===== src/hdl/rvCtrlPkg.sv =====
// Shared types and codes of the control unit. Only register ALU, immediate ALU and loads exist
package rvCtrlPkg;

    localparam int wordW   = 32;                    // Data, immediate and PC width
    localparam int regW    = 5;                     // Register index width
    localparam int opcodeW = 7;
    localparam int funct3W = 3;
    localparam int funct7W = 7;
    localparam int imm12W  = 12;
    localparam int shamtW  = 5;                     // Shift amount taken from imm12

    typedef logic [wordW-1:0] word_t;
    typedef logic [regW-1:0]  regAddr_t;

    localparam logic [opcodeW-1:0] opLoad = 7'd3;   // lb, lh, lw, lbu, lhu
    localparam logic [opcodeW-1:0] opImm  = 7'd19;  // ALU with immediate
    localparam logic [opcodeW-1:0] opReg  = 7'd51;  // ALU register-register

    localparam logic [funct3W-1:0] f3AddSub = 3'd0;
    localparam logic [funct3W-1:0] f3Sll    = 3'd1;
    localparam logic [funct3W-1:0] f3Slt    = 3'd2;
    localparam logic [funct3W-1:0] f3Sltu   = 3'd3;
    localparam logic [funct3W-1:0] f3Xor    = 3'd4;
    localparam logic [funct3W-1:0] f3SrlSra = 3'd5;
    localparam logic [funct3W-1:0] f3Or     = 3'd6;
    localparam logic [funct3W-1:0] f3And    = 3'd7;

    localparam logic [funct3W-1:0] f3Lb  = 3'd0;    // Load widths share funct3 space
    localparam logic [funct3W-1:0] f3Lh  = 3'd1;
    localparam logic [funct3W-1:0] f3Lw  = 3'd2;
    localparam logic [funct3W-1:0] f3Lbu = 3'd4;
    localparam logic [funct3W-1:0] f3Lhu = 3'd5;

    localparam logic [funct7W-1:0] funct7Alt = 7'b0100000; // Selects sub and sra

    typedef enum logic [4:0] {
        aluAdd   = 5'd0,
        aluSub   = 5'd1,
        aluSll   = 5'd4,
        aluSrl   = 5'd5,
        aluAnd   = 5'd8,
        aluXor   = 5'd10,
        aluOr    = 5'd11,
        aluSltu  = 5'd13,
        aluSlt   = 5'd14,
        aluSra   = 5'd15,
        aluByteS = 5'd16,                           // Sign-extend low byte
        aluHalfS = 5'd17,                           // Sign-extend low half
        aluByteU = 5'd18,                           // Zero-extend low byte
        aluHalfU = 5'd19                            // Zero-extend low half
    } aluFn_t;

    typedef enum logic [1:0] {aSelRs1 = 2'd0, aSelBus = 2'd1, aSelPc = 2'd2} aSel_t;
    typedef enum logic [1:0] {bSelRs2 = 2'd0, bSelBus = 2'd1, bSelImm = 2'd2} bSel_t;
    typedef enum logic [1:0] {oSelAlu = 2'd0, oSelRegA = 2'd1, oSelRegB = 2'd2} oSel_t;

    typedef enum logic [1:0] {clsNone, clsRegAlu, clsImmAlu, clsLoad} opClass_t;

    typedef struct packed {
        logic [funct7W-1:0] funct7;
        regAddr_t           rs2;
        regAddr_t           rs1;
        logic [funct3W-1:0] funct3;
        regAddr_t           rd;
        logic [opcodeW-1:0] opcode;
    } rType_t;

    typedef struct packed {
        logic [imm12W-1:0]  imm12;
        regAddr_t           rs1;
        logic [funct3W-1:0] funct3;
        regAddr_t           rd;
        logic [opcodeW-1:0] opcode;
    } iType_t;

    typedef union packed {
        rType_t r;                                  // Register-register view
        iType_t i;                                  // Immediate and load view
    } instr_u;

    typedef struct packed {
        aluFn_t aluSel;
        aSel_t  aSel;
        bSel_t  bSel;
        oSel_t  oSel;
    } ctrlWord_t;                                   // 11 bits

    typedef struct packed {
        opClass_t  opClass;
        ctrlWord_t execCtrl;                        // Selects for the first ALU step
        aluFn_t    extFn;                           // Load extension function
        logic      extUseAlu;                       // Clear for word loads
        word_t     imm;
        regAddr_t  rs1;
        regAddr_t  rs2;
        regAddr_t  rd;
        logic      needRs2;
    } decoded_t;

endpackage


===== src/hdl/execSequencer.sv =====
// Multicycle FSM. Each request is a level held until its done input, PC only moves on writeback
`timescale 1ns/1ps

module execSequencer #(
    parameter int unsigned pcStep = 1
) (
    input  logic                 clk,
    input  logic                 rst,
    input  rvCtrlPkg::instr_u    instr,
    input  logic                 instrValid,
    output logic                 instrReady,
    input  rvCtrlPkg::decoded_t  dec,
    output rvCtrlPkg::instr_u    held,
    output logic                 regReq,
    output rvCtrlPkg::regAddr_t  rs1Addr,
    output rvCtrlPkg::regAddr_t  rs2Addr,
    input  logic                 regReady,
    output logic                 operandLoad,
    output logic                 aluReq,
    input  logic                 aluDone,
    output logic                 memRead,
    input  logic                 memAck,
    output rvCtrlPkg::ctrlWord_t ctrl,
    output rvCtrlPkg::word_t     immValue,
    output logic                 rdWrite,
    output rvCtrlPkg::regAddr_t  rdAddr,
    input  rvCtrlPkg::word_t     pcIn,
    output rvCtrlPkg::word_t     pcOut
);

    typedef enum logic [2:0] {
        sIdle,
        sReadRegs,                                 // Register read request
        sExecute,                                  // ALU op or address add
        sMemWait,                                  // Memory read request
        sExtend,                                   // Load width extension
        sWriteback
    } state_t;

    state_t           state;
    state_t           stateNext;
    rvCtrlPkg::word_t pcReg;                       // Last PC handed out
    rvCtrlPkg::word_t pcNext;
    logic             supported;
    logic             isLoad;

    assign supported = (dec.opClass != rvCtrlPkg::clsNone);
    assign isLoad    = (dec.opClass == rvCtrlPkg::clsLoad);
    assign pcNext    = pcIn + rvCtrlPkg::word_t'(pcStep);

    always_comb
    begin
        stateNext = state;                         // Any wait simply holds
        case (state)
            sIdle:
            begin
                if (instrValid)
                    stateNext = sReadRegs;
            end
            sReadRegs:
            begin
                if (!supported)
                    stateNext = sIdle;             // Retire without writeback
                else if (regReady)
                    stateNext = sExecute;
            end
            sExecute:
            begin
                if (aluDone)
                    stateNext = isLoad ? sMemWait : sWriteback;
            end
            sMemWait:
            begin
                if (memAck)
                    stateNext = dec.extUseAlu ? sExtend : sWriteback; // lw skips extension
            end
            sExtend:
            begin
                if (aluDone)
                    stateNext = sWriteback;
            end
            sWriteback: stateNext = sIdle;
            default:    stateNext = sIdle;
        endcase
    end

    always_ff @(posedge clk)
    begin
        if (rst)
        begin
            state <= sIdle;
            pcReg <= '0;
        end
        else
        begin
            state <= stateNext;
            if (state == sWriteback)
                pcReg <= pcNext;                   // Keep PC after retire
        end
    end

    // Instruction is only captured while idle, so fields stay stable for the whole run
    always_ff @(posedge clk)
    begin
        if (instrReady && instrValid)
            held <= instr;
    end

    assign instrReady  = (state == sIdle);
    assign regReq      = (state == sReadRegs) && supported;
    assign operandLoad = (state == sReadRegs) && supported && regReady;
    assign aluReq      = (state == sExecute) || (state == sExtend);
    assign memRead     = (state == sMemWait);
    assign rdWrite     = (state == sWriteback);

    assign rs1Addr  = dec.rs1;
    assign rs2Addr  = dec.rs2;                     // Already zero when unused
    assign rdAddr   = dec.rd;
    assign immValue = dec.imm;
    assign pcOut    = (state == sWriteback) ? pcNext : pcReg;

    always_comb
    begin
        ctrl = dec.execCtrl;
        case (state)
            sExtend:
            begin
                ctrl.aluSel = dec.extFn;           // Memory data through the ALU
                ctrl.aSel   = rvCtrlPkg::aSelBus;
            end
            sWriteback:
            begin
                if (isLoad && !dec.extUseAlu)
                    ctrl.oSel = rvCtrlPkg::oSelRegA; // Word load bypasses the ALU
                else
                    ctrl.oSel = rvCtrlPkg::oSelAlu;
            end
            default: ctrl = dec.execCtrl;
        endcase
    end

endmodule


===== src/hdl/instrDecoder.sv =====
// Pure combinational decode. Loads with reserved funct3 and unknown opcodes give class none
`timescale 1ns/1ps

module instrDecoder (
    input  rvCtrlPkg::instr_u   instr,
    output rvCtrlPkg::decoded_t dec
);

    logic [rvCtrlPkg::opcodeW-1:0] opcode;
    logic [rvCtrlPkg::funct3W-1:0] funct3;
    logic [rvCtrlPkg::imm12W-1:0]  imm12;
    logic                          regAlt;     // funct7 asks for sub or sra
    logic                          immAlt;     // Upper immediate asks for srai
    logic                          isShift;
    rvCtrlPkg::word_t              immSext;
    rvCtrlPkg::word_t              immShamt;

    // Map funct3 plus the alternate bit onto the ALU function code
    function automatic rvCtrlPkg::aluFn_t pickAluFn(
        input logic [rvCtrlPkg::funct3W-1:0] f3,
        input logic                          alt
    );
        rvCtrlPkg::aluFn_t fn;
        case (f3)
            rvCtrlPkg::f3AddSub: fn = alt ? rvCtrlPkg::aluSub : rvCtrlPkg::aluAdd;
            rvCtrlPkg::f3Sll:    fn = rvCtrlPkg::aluSll;
            rvCtrlPkg::f3Slt:    fn = rvCtrlPkg::aluSlt;
            rvCtrlPkg::f3Sltu:   fn = rvCtrlPkg::aluSltu;
            rvCtrlPkg::f3Xor:    fn = rvCtrlPkg::aluXor;
            rvCtrlPkg::f3SrlSra: fn = alt ? rvCtrlPkg::aluSra : rvCtrlPkg::aluSrl;
            rvCtrlPkg::f3Or:     fn = rvCtrlPkg::aluOr;
            default:             fn = rvCtrlPkg::aluAnd;
        endcase
        return fn;
    endfunction

    assign opcode = instr.i.opcode;                // Same bits in both layouts
    assign funct3 = instr.i.funct3;
    assign imm12  = instr.i.imm12;

    assign regAlt = (instr.r.funct7 == rvCtrlPkg::funct7Alt);
    // addi has no subtract form, so only srai looks at the upper bits
    assign immAlt = (imm12[rvCtrlPkg::imm12W-1 -: rvCtrlPkg::funct7W] == rvCtrlPkg::funct7Alt)
                    && (funct3 == rvCtrlPkg::f3SrlSra);
    assign isShift = (funct3 == rvCtrlPkg::f3Sll) || (funct3 == rvCtrlPkg::f3SrlSra);

    assign immSext  = {{(rvCtrlPkg::wordW - rvCtrlPkg::imm12W){imm12[rvCtrlPkg::imm12W-1]}},
                       imm12};                     // Sign-extended imm12
    assign immShamt = {{(rvCtrlPkg::wordW - rvCtrlPkg::shamtW){1'b0}},
                       imm12[rvCtrlPkg::shamtW-1:0]}; // Shift amount only

    always_comb
    begin
        dec           = '0;
        dec.opClass   = rvCtrlPkg::clsNone;
        dec.execCtrl  = '{aluSel: rvCtrlPkg::aluAdd, aSel: rvCtrlPkg::aSelBus,
                          bSel: rvCtrlPkg::bSelImm, oSel: rvCtrlPkg::oSelAlu};
        dec.extFn     = rvCtrlPkg::aluAdd;
        dec.extUseAlu = 1'b0;
        dec.rs1       = instr.i.rs1;
        dec.rd        = instr.i.rd;
        dec.needRs2   = 1'b0;

        case (opcode)
            rvCtrlPkg::opReg:
            begin
                dec.opClass  = rvCtrlPkg::clsRegAlu;
                dec.execCtrl = '{aluSel: pickAluFn(funct3, regAlt), aSel: rvCtrlPkg::aSelBus,
                                 bSel: rvCtrlPkg::bSelBus, oSel: rvCtrlPkg::oSelAlu};
                dec.needRs2  = 1'b1;               // Both operands from the bus
            end
            rvCtrlPkg::opImm:
            begin
                dec.opClass  = rvCtrlPkg::clsImmAlu;
                dec.execCtrl = '{aluSel: pickAluFn(funct3, immAlt), aSel: rvCtrlPkg::aSelBus,
                                 bSel: rvCtrlPkg::bSelImm, oSel: rvCtrlPkg::oSelAlu};
                dec.imm      = isShift ? immShamt : immSext;
            end
            rvCtrlPkg::opLoad:
            begin
                dec.opClass = rvCtrlPkg::clsLoad;  // Address is rs1 + imm through the ALU
                dec.imm     = immSext;
                case (funct3)
                    rvCtrlPkg::f3Lb:
                    begin
                        dec.extFn     = rvCtrlPkg::aluByteS;
                        dec.extUseAlu = 1'b1;
                    end
                    rvCtrlPkg::f3Lh:
                    begin
                        dec.extFn     = rvCtrlPkg::aluHalfS;
                        dec.extUseAlu = 1'b1;
                    end
                    rvCtrlPkg::f3Lw:  dec.extUseAlu = 1'b0; // Output straight from register A
                    rvCtrlPkg::f3Lbu:
                    begin
                        dec.extFn     = rvCtrlPkg::aluByteU;
                        dec.extUseAlu = 1'b1;
                    end
                    rvCtrlPkg::f3Lhu:
                    begin
                        dec.extFn     = rvCtrlPkg::aluHalfU;
                        dec.extUseAlu = 1'b1;
                    end
                    default: dec.opClass = rvCtrlPkg::clsNone; // Reserved width
                endcase
            end
            default: dec.opClass = rvCtrlPkg::clsNone;
        endcase

        dec.rs2 = dec.needRs2 ? instr.r.rs2 : '0; // Zero when rs2 is not read
    end

endmodule


===== src/hdl/rvController.sv =====
// Control unit top. ALU, operand registers, register file and memory stay outside
`timescale 1ns/1ps

module rvController #(
    parameter int unsigned pcStep = 1              // PC increment per retired instruction
) (
    input  logic                 clk,
    input  logic                 rst,
    input  rvCtrlPkg::instr_u    instr,
    input  logic                 instrValid,
    output logic                 instrReady,
    output logic                 regReq,
    output rvCtrlPkg::regAddr_t  rs1Addr,
    output rvCtrlPkg::regAddr_t  rs2Addr,
    input  logic                 regReady,
    output logic                 operandLoad,
    output logic                 aluReq,
    input  logic                 aluDone,
    output logic                 memRead,
    input  logic                 memAck,
    output rvCtrlPkg::ctrlWord_t ctrl,
    output rvCtrlPkg::word_t     immValue,
    output logic                 rdWrite,
    output rvCtrlPkg::regAddr_t  rdAddr,
    input  rvCtrlPkg::word_t     pcIn,
    output rvCtrlPkg::word_t     pcOut
);

    rvCtrlPkg::instr_u   held;                     // Instruction under execution
    rvCtrlPkg::decoded_t dec;

    instrDecoder uDecoder (
        .instr (held),
        .dec   (dec)
    );

    execSequencer #(
        .pcStep (pcStep)
    ) uSequencer (
        .clk         (clk),
        .rst         (rst),
        .instr       (instr),
        .instrValid  (instrValid),
        .instrReady  (instrReady),
        .dec         (dec),
        .held        (held),
        .regReq      (regReq),
        .rs1Addr     (rs1Addr),
        .rs2Addr     (rs2Addr),
        .regReady    (regReady),
        .operandLoad (operandLoad),
        .aluReq      (aluReq),
        .aluDone     (aluDone),
        .memRead     (memRead),
        .memAck      (memAck),
        .ctrl        (ctrl),
        .immValue    (immValue),
        .rdWrite     (rdWrite),
        .rdAddr      (rdAddr),
        .pcIn        (pcIn),
        .pcOut       (pcOut)
    );

endmodule


===== config.mk =====
export PLATFORM = sky130hd
export DESIGN_NAME = rvController
export DESIGN_NICKNAME = d
export VERILOG_FILES = /design/src/hdl/rvCtrlPkg.sv /design/src/hdl/execSequencer.sv /design/src/hdl/instrDecoder.sv /design/src/hdl/rvController.sv
export SDC_FILE = /design/constraint.sdc
export NUM_CORES = 1
export LEC_CHECK = 0
export ABC_CLOCK_PERIOD_IN_PS = 5100
export BUFFER_PORTS_ARGS = -buffer_cell sky130_fd_sc_hd__buf_2
export CORE_MARGIN = 2
export CORE_UTILIZATION = 30
export CTS_CLUSTER_SIZE = 14
export DETAILED_ROUTE_END_ITERATION = 12
export PLACE_DENSITY = 0.53
export RECOVER_POWER = 50
export SETUP_SLACK_MARGIN = 0.05
export SLEW_MARGIN = 10
export SYNTH_ARGS = -nofsm -noshare
export SYNTH_HDL_FRONTEND = slang
export SYNTH_SLANG_ARGS = --single-unit

===== constraint.sdc =====
create_clock -name clk -period 5.1 [get_ports clk]
set_input_delay 1.02 -clock clk [delete_from_list [all_inputs] [get_ports clk]]
set_output_delay 1.02 -clock clk [all_outputs]
set_load 0.02 [all_outputs]

# Yosys cells after proc, flatten, opt, wreduce, memory -nomap -nowiden
# Cells that the tools add are included.
dict set report totals {
  reg_bits 67
  wordCells 68
}
dict set report classes {
  addsub 1
  n_eq_ne 21
  muxes 29
  reduce_logical 14
}
# operator count
set op_table {}
lappend op_table {{5-bit case mux with 7 select lines} 2}
lappend op_table {{32-bit two-way mux} 2}
lappend op_table {{32-bit case mux with 2 select lines} 1}
lappend op_table {{32-bit by 1-bit adder with 32-bit output (second input constant)} 1}
lappend op_table {{11-bit case mux with 2 select lines} 1}
lappend op_table {{3-bit two-way mux} 7}
lappend op_table {{5-bit case mux with 4 select lines} 1}
lappend op_table {{3-bit equality test (second input constant)} 5}
lappend op_table {{3-bit case mux with 5 select lines} 1}
lappend op_table {{7-bit by 6-bit equality test with 1-bit output (second input constant)} 2}
lappend op_table {{3-bit by 2-bit equality test with 1-bit output (second input constant)} 4}
lappend op_table {{4-bit two-way mux} 2}
lappend op_table {{7-bit by 2-bit equality test with 1-bit output (second input constant)} 1}
lappend op_table {{7-bit by 5-bit equality test with 1-bit output (second input constant)} 1}
lappend op_table {{7-bit two-way mux} 1}
lappend op_table {{3-bit by 1-bit equality test with 1-bit output (second input constant)} 2}
lappend op_table {{3-bit zero test} 2}
lappend op_table {{1-bit two-way mux} 6}
lappend op_table {{6-bit two-way mux} 1}
lappend op_table {{2-bit != test (second input constant)} 3}
lappend op_table {{2-bit case mux with 3 select lines} 1}
lappend op_table {{1-bit logical AND} 5}
lappend op_table {{5-bit two-way mux} 1}
lappend op_table {{5-bit AND reduction} 1}
lappend op_table {{other kinds (9)} 11}

# Logic depth before layout (Yosys ltp)
# Gate-level depths: netlist (run 1).
dict set report depth {
  ltp_word 8
  mapped_depth 8
}

# Cells and area by module
# A second synthesis (run 1) with hierarchy kept.
dict set report unflattened {
  cells_unflattened 476
  area_unflattened_um2 4230.3
}
# mod instances cells_per_inst area_each_um2 seq_area_each_um2
set by_module_without_submodules {}
lappend by_module_without_submodules {execSequencer 1 380 3573.4 1661.6}
lappend by_module_without_submodules {instrDecoder 1 96 656.9 0.0}

# Worst setup path before layout (run 1)
# Ideal clock, no wire load.
dict set report synth_path {
  path_kind {input port to output port}
  start {in pcIn[0]}
  end {out pcOut[26]}
  arrival_ns 2.413
  required_ns 4.080
  slack_ns 1.667
  path_stages 6
  path_buffers 0
  cell_sequence {ha_1 nand3_1 or3_1 nor4_1 nor3_1 nor2_1}
}
dict set report synth_via {
  elab_chain_len 2
}
# element line_no
set synth_rtl {}
lappend synth_rtl {{start, declared} rvController.sv:25} ;# input rvCtrlPkg::word_t pcIn,
lappend synth_rtl {{32-bit by 1-bit adder with 32-bit output} execSequencer.sv:49} ;# assign pcNext = pcIn + rvCtrlPkg::word_t'(pcStep);
lappend synth_rtl {{32-bit two-way mux} execSequencer.sv:120} ;# assign pcOut = (state == sWriteback) ? pcNext : pcReg;
lappend synth_rtl {{end, declared} rvController.sv:26} ;# output rvCtrlPkg::word_t pcOut
# Every way passes these cells.

# Final worst setup path (run 1)
dict set report layout_path {
  start {in pcIn[2]}
  end {out pcOut[25]}
}
# The elaborated chain is that of the path after synthesis.

==> results of run 1 <==
critical path, stage by stage:
cell      delay, ps
clkbuf_1        220
and4_1          330
nand3_1         320
o31a_1          380
nor3_1          250
nor2_1           80
buf_2           160
layer usage:
metal	GRT usage	part of all wire	vias up
met4	0.06429	0.019	0
met2	0.2291	0.44	149
met1	0.1927	0.46	1537
met5	0	0	-
li1	-	-	1712
met3	0.04359	0.087	15
cell families (layout without fill, tap and decap cells):
kind of cell,after synthesis,count (layout),share of synthesized area
AND/OR/NAND/NOR,192,192,0.2759
AO/OA/AOI/OAI,68,68,0.1195
flip-flops,67,67,0.4383
buffers and inverters,66,192,0.1139
XOR/XNOR,18,18,0.04158
other,2,3,0.001981
multiplexers,2,2,0.005610
adder cells (fa/ha/maj),1,1,0.003300
report_power, final:
group	switching (W)	internal [W]	leakage [nW]
Sequential	0.0000306	0.000624	0.586
Combinational	0.000175	0.0000905	1.34
Clock	0.000253	0.000381	0.140
metrics by stage:
step	total power [W]	setup WS [ps]
detailed placement	0.0009378	1307
finish	0.001554	1313
global route	0.001634	1068
global placement	0.0009325	1331
CTS	0.001581	1306
floorplan	0.0008486	1667
sequential cells by signal, indices dropped and copies added (netlist names):
register          cells
uSequencer.state      3
uSequencer.pcReg     32
uSequencer.held      32
cells in the final DEF (no fill, tap or decap), types with 2 or more instances in the layout:
| cell type | n |
|---|---|
| or3_1 | 3 |
| a31oi_1 | 2 |
| buf_2 | 149 |
| dfxtp_1 | 35 |
| o21ai_0 | 10 |
| o31ai_1 | 2 |
| a21oi_1 | 21 |
| nor2_1 | 47 |
| nand2_1 | 26 |
| conb_1 | 3 |
| o31a_1 | 4 |
| a31o_2 | 4 |
| clkinvlp_4 | 2 |
| and3_1 | 10 |
| nor3_1 | 21 |
| and2_0 | 5 |
| clkbuf_16 | 9 |
| xnor2_1 | 8 |
| nor3b_1 | 2 |
| nor4_1 | 9 |
| o21bai_1 | 2 |
| and4_1 | 4 |
| nand3_2 | 2 |
| and2_1 | 20 |
| o211a_1 | 2 |
| and4_2 | 4 |
| edfxtp_1 | 32 |
| nand2b_1 | 2 |
| xor2_1 | 10 |
| clkbuf_1 | 15 |
| nor3_2 | 3 |
| inv_1 | 10 |
| nand4_1 | 14 |
| inv_6 | 2 |
| nand3_1 | 12 |
| buf_4 | 2 |
| a211oi_1 | 14 |
cell type report:
class                           count  share of cell area
Multi-Input combinational cell    284              0.3588
Sequential cell                    67              0.3514
Timing Repair Buffer              166              0.1728
Clock buffer                        9             0.04763
Tap cell                          172             0.04551
Clock inverter                      7             0.01588
Inverter                           10            0.007939
how the worst min path moves through the flow:
stage                                        start                              to  depth (start not counted)
floorplan           uSequencer.pcReg[1]$_SDFF_PP0_  uSequencer.pcReg[1]$_SDFF_PP0_                          2
global placement    uSequencer.pcReg[1]$_SDFF_PP0_  uSequencer.pcReg[1]$_SDFF_PP0_                          2
detailed placement  uSequencer.pcReg[1]$_SDFF_PP0_  uSequencer.pcReg[1]$_SDFF_PP0_                          2
CTS                 uSequencer.pcReg[1]$_SDFF_PP0_  uSequencer.pcReg[1]$_SDFF_PP0_                          2
global route        uSequencer.pcReg[1]$_SDFF_PP0_  uSequencer.pcReg[1]$_SDFF_PP0_                          2
finish              uSequencer.pcReg[1]$_SDFF_PP0_  uSequencer.pcReg[1]$_SDFF_PP0_                          2
==> impl_metrics.toml, run 1 <==
[status]
status = "complete, no violations"

[synth]
syn_area_sq_um = 3791
synth_area_leaders = "edfxtp_1, dfxtp_1, buf_4"
synth_seq_cells = 67
yosys_warnings = 0
synthFlopType = "dfxtp_1"
syn_inst = 416
synth_common_cells = "nor2_1, dfxtp_1, buf_4, edfxtp_1, nand2_1"
avgSynthCellArea_sq_um = 9.113
synth_edf_count = 32
yosysMostFrequentCell = "nor2_1"
async_reset_ff_frac = 0
ys_seq_area_frac = 0.4383
synth.largest_area_cell = "edfxtp_1"
synth.distinct_cells = 53
synth_top_area_frac = 0.2535

[floorplanning]
die_w_microns = 116.4
core_sq_um = 12470
die_area_sq_um = 13550
pin_count = 166
start_util = 0.3041
dieHeight_microns = 116.4
row_count = 41

[clock_tree]
clock-sinks = 67
cts_resized = 0
postCtsHoldBufs = 0
clock_latency_ps = 340
cts_tree = "done"
clkTransAtPathRegs_ps = 60
root_buffer = "clkbuf_16"
cts-buffers-inserted = 9
cts_setup_buffers = 0
clock_path_buffers = 2
htree_levels = 3

[sta]
fin_hold_ws_ps = 461.0
hold_viol = 0
fin_skew_ps = 6.091
fmax_mhz = 264.1
rsz0062_at_grt = "no"
tns_ps = 0
slew_viol_final = 0
fin_crit_ps = 3787
worst_pin_slew_ps = 1418
relSlewSlack = 0.05481
min_period_over_period = 0.7425
setup_violations = 0

[power_and_ir_drop]
p_per_area_nw_per_um2 = 328.7
p_leak_nw = 2.063
vdd_drop_max_mv = 0.1256

[grt]
antenna_found_initial = 0
grt_max_degree = 29
grt.overflow.total = 0
grtUsageTotal = 0.1481
grt_pass1_vias = 3023
grt_pass1_wl_microns = 15320

[layout]
final_cells = 715
fillers = 1311
utilization = 0.3793
multi_input_area_sq_um = 1697
fin_nets = 609
area_growth_pct = 24.72
fin_area_sq_um = 4728
register_area_sq_um = 1662
drive_above_1_share = 0.3425
n_antenna_cell = 0

[critical_path]
setup.worst_path.start_class = "input port"
worstPathRequired_ps = 4080
crit_type = "input port to output port"
path_max_fanout = 9
startpoint = "pcIn[2]"
worst_ep_arrival_time_ps = 2770
end_kind = "output port"
r2r.worst_path.cells = 3
r2r-end = "uSequencer.held[16]$_DFFE_PP_"
crit_path_end = "pcOut[25]"
r2r-start = "uSequencer.state[2]$_SDFFE_PP0P_"
reg2reg_setup_slack_ps = 2600

[flow_run]
maxCapViolations = 0

[placement]
port_buffers = 162
place_inst = 699
gp_congestion = 0.7802
place_area_sq_um = 4457
dp_hpwl_microns = 7568

[route]
viasPerCell = 4.773
dr_total_vias = 3413
drc = 0
firstDrtPassIters = 4
drt-initial-drc-count = 126
drt_wl_total_microns = 9969
ant_nets = 0
wl_per_cell_microns = 13.94

[hold_path]
min_path_type = "register to register"
No activity file was read; power rests on OpenSTA's default activity.
==> run 2, diff against run 1 <==
--- a/config.mk
+++ b/config.mk
@@ -5,13 +5,13 @@
 export SDC_FILE = /design/constraint.sdc
 export NUM_CORES = 1
 export LEC_CHECK = 0
-export ABC_CLOCK_PERIOD_IN_PS = 5100
+export ABC_CLOCK_PERIOD_IN_PS = 3440
 export BUFFER_PORTS_ARGS = -buffer_cell sky130_fd_sc_hd__buf_2
 export CORE_MARGIN = 2
 export CORE_UTILIZATION = 30
 export CTS_CLUSTER_SIZE = 14
 export DETAILED_ROUTE_END_ITERATION = 12
-export PLACE_DENSITY = 0.53
+export PLACE_DENSITY = 0.55
 export RECOVER_POWER = 50
 export SETUP_SLACK_MARGIN = 0.05
 export SLEW_MARGIN = 10
==> constraint.sdc (replaced) <==
create_clock -name clk -period 3.44 [get_ports clk]
set_input_delay 0.688 -clock clk [delete_from_list [all_inputs] [get_ports clk]]
set_output_delay 0.688 -clock clk [all_outputs]
set_load 0.02 [all_outputs]
==> run 2 against run 1 <==
Compared with the run above: the run now ends with capacitance limit, slew limit left; sequential share of layout area down 0.14 points; worst hold slack gained 6.3 ps; global-route usage is 0.19 points lower; non-clock buffer count rose by 1; sequential power is 49% higher; clock power is 54% higher; via count down 0.88%; first-iteration DRC count grew 6.3%; critical endpoint is now pcOut[19].
==> impl_metrics.toml, run 2 (synthesis gave the netlist of run 1 again) <==
[status]
status = "complete, but fails checks"
violations = "capacitance limit, slew limit"

[clock_tree]
postCtsHoldBufs = 0
clock-sinks = 67
cts_tree = "done"
root_buffer = "clkbuf_16"
clkTransAtPathRegs_ps = 50
htree_levels = 3
clock_latency_ps = 330
cts-buffers-inserted = 9
clock_path_buffers = 2

[layout]
area_growth_pct = 25.21
n_antenna_cell = 0
layout_commonest_cell = "buf_2"
multi_input_area_sq_um = 1688
fin_nets = 610
top_regs = "uSequencer.held (32), uSequencer.pcReg (32), uSequencer.state (3)"
drive_above_1_share = 0.3462
fillers = 1274
register_area_sq_um = 1662
final_cell_mix = "buf_2, nor2_1, dfxtp_1"
fin_area_sq_um = 4747

[placement]
gp_congestion = 0.8457
place_area_sq_um = 4464
dp_hpwl_microns = 7671
port_buffers = 162

[floorplanning]
dieHeight_microns = 116.4
die_w_microns = 116.4
pin_count = 166
row_count = 41
start_util = 0.3041
core_sq_um = 12470
die_area_sq_um = 13550

[critical_path]
crit_path_end = "pcOut[19]"
cp_top_family = "simple AND/OR/NAND/NOR gates"
end_kind = "output port"
worst_path_max_delay_cell = "or3_1"
cp.depth = 7
path_buf_inv = 2
startpoint = "pcIn[2]"
slowest_delay_ps = 430
path_max_fanout = 9
worstPathRequired_ps = 2750
r2r-end = "uSequencer.held[15]$_DFFE_PP_"
worst_ep_arrival_time_ps = 2540
r2r-start = "uSequencer.state[2]$_SDFFE_PP0P_"
setup.worst_path.start_class = "input port"
worstPathCellList = "clkbuf_1, and4_1, nand3_1, or3_1, a21oi_1, nor2_1, buf_2"
crit_type = "input port to output port"
reg2reg_setup_slack_ps = 970
r2r.worst_path.cells = 3

[flow_run]
maxCapViolations = 1

[sta]
fin_skew_ps = 5.677
tns_ps = 0
worst_pin_slew_ps = 1745
hold_viol = 0
fin_crit_ps = 3231
setup_violations = 0
slew_viol_final = 33
rsz0062_at_grt = "no"
relSlewSlack = -0.1631
min_period_over_period = 0.9393
fmax_mhz = 309.5
fin_hold_ws_ps = 467.3

[route]
drt-initial-drc-count = 134
firstDrtPassIters = 4
drt_wl_total_microns = 10060
wl_met2_microns = 4473
ant_nets = 0
dr_total_vias = 3383
top_layer_used = "met4"
viasPerCell = 4.731
wl_met1_microns = 4430
drc = 0
wl_per_cell_microns = 14.07
dr_wl_met3_microns = 964

[grt]
grtUsageTotal = 0.1462
grt.overflow.total = 0
grt_pass1_wl_microns = 15420
antenna_found_initial = 0
grt_max_degree = 33
grt_pass1_vias = 3202

[hold_path]
min_path_type = "register to register"
worstHoldStart = "uSequencer.pcReg[1]$_SDFF_PP0_"

[power_and_ir_drop]
p_per_area_nw_per_um2 = 493.4
p_leak_nw = 2.084
vdd_drop_max_mv = 0.2091
run 2: power by group:
group	total, W	internal [W]	leakage (nW)	switching (W)
clock network	0.000977	0.000632	0.152	0.000345
registers	0.000973	0.000927	0.586	0.0000463
logic	0.000393	0.000134	1.35	0.000259
total	0.00234	0.00169	2.08	0.000650
run 2: area by class of cell:
type / instances / area share
Clock inverter: 6 / 0.01898
Multi-Input combinational cell: 284 / 0.3556
Clock buffer: 9 / 0.04744
Inverter: 10 / 0.007907
Timing Repair Buffer: 167 / 0.1747
Tap cell: 172 / 0.04533
Sequential cell: 67 / 0.3500
run 2: timing repair:
action	in CTS	in global routing
buffers inserted	0	0
endpoints found under the setup margin	0	21
resized for setup	0	1
run 2: metal layers:
metal  up-vias  track usage
met1      1517       0.1761
met3        19      0.04567
li1       1700            -
met5         -            0
met2       147       0.2419
met4         0      0.06190
run 2: tightest hold or removal path: cells and delay by family, from the launching register on:
| kind | cells | cell delay (ps) |
|---|---|---|
| flops | 1 | 290 |
| compound gates | 1 | 60 |
| simple gates | 1 | 70 |
run 2: through the flow:
step           worst slack [ps]  total power [W]    util  instances
2_1_floorplan             671.4         0.001258       -        417
3_3_place_gp              362.0         0.001384  0.3581        700
3_5_place_dp              324.5         0.001389  0.3581        700
4_1_cts                   270.3         0.002387  0.3834        715
5_1_grt                   93.99         0.002461  0.3808        715
6_report                  208.9         0.002342  0.3808        715
run 2: worst min-delay path by stage:
| stage | end | slack, ps | depth (start not counted) |
|---|---|---|---|
| floorplan | uSequencer.pcReg[1]$_SDFF_PP0_ | 440 | 2 |
| global placement | uSequencer.pcReg[1]$_SDFF_PP0_ | 460 | 2 |
| detailed placement | uSequencer.pcReg[1]$_SDFF_PP0_ | 460 | 2 |
| CTS | uSequencer.pcReg[1]$_SDFF_PP0_ | 470 | 2 |
| global route | uSequencer.pcReg[1]$_SDFF_PP0_ | 500 | 2 |
| finish | uSequencer.pcReg[1]$_SDFF_PP0_ | 470 | 2 |
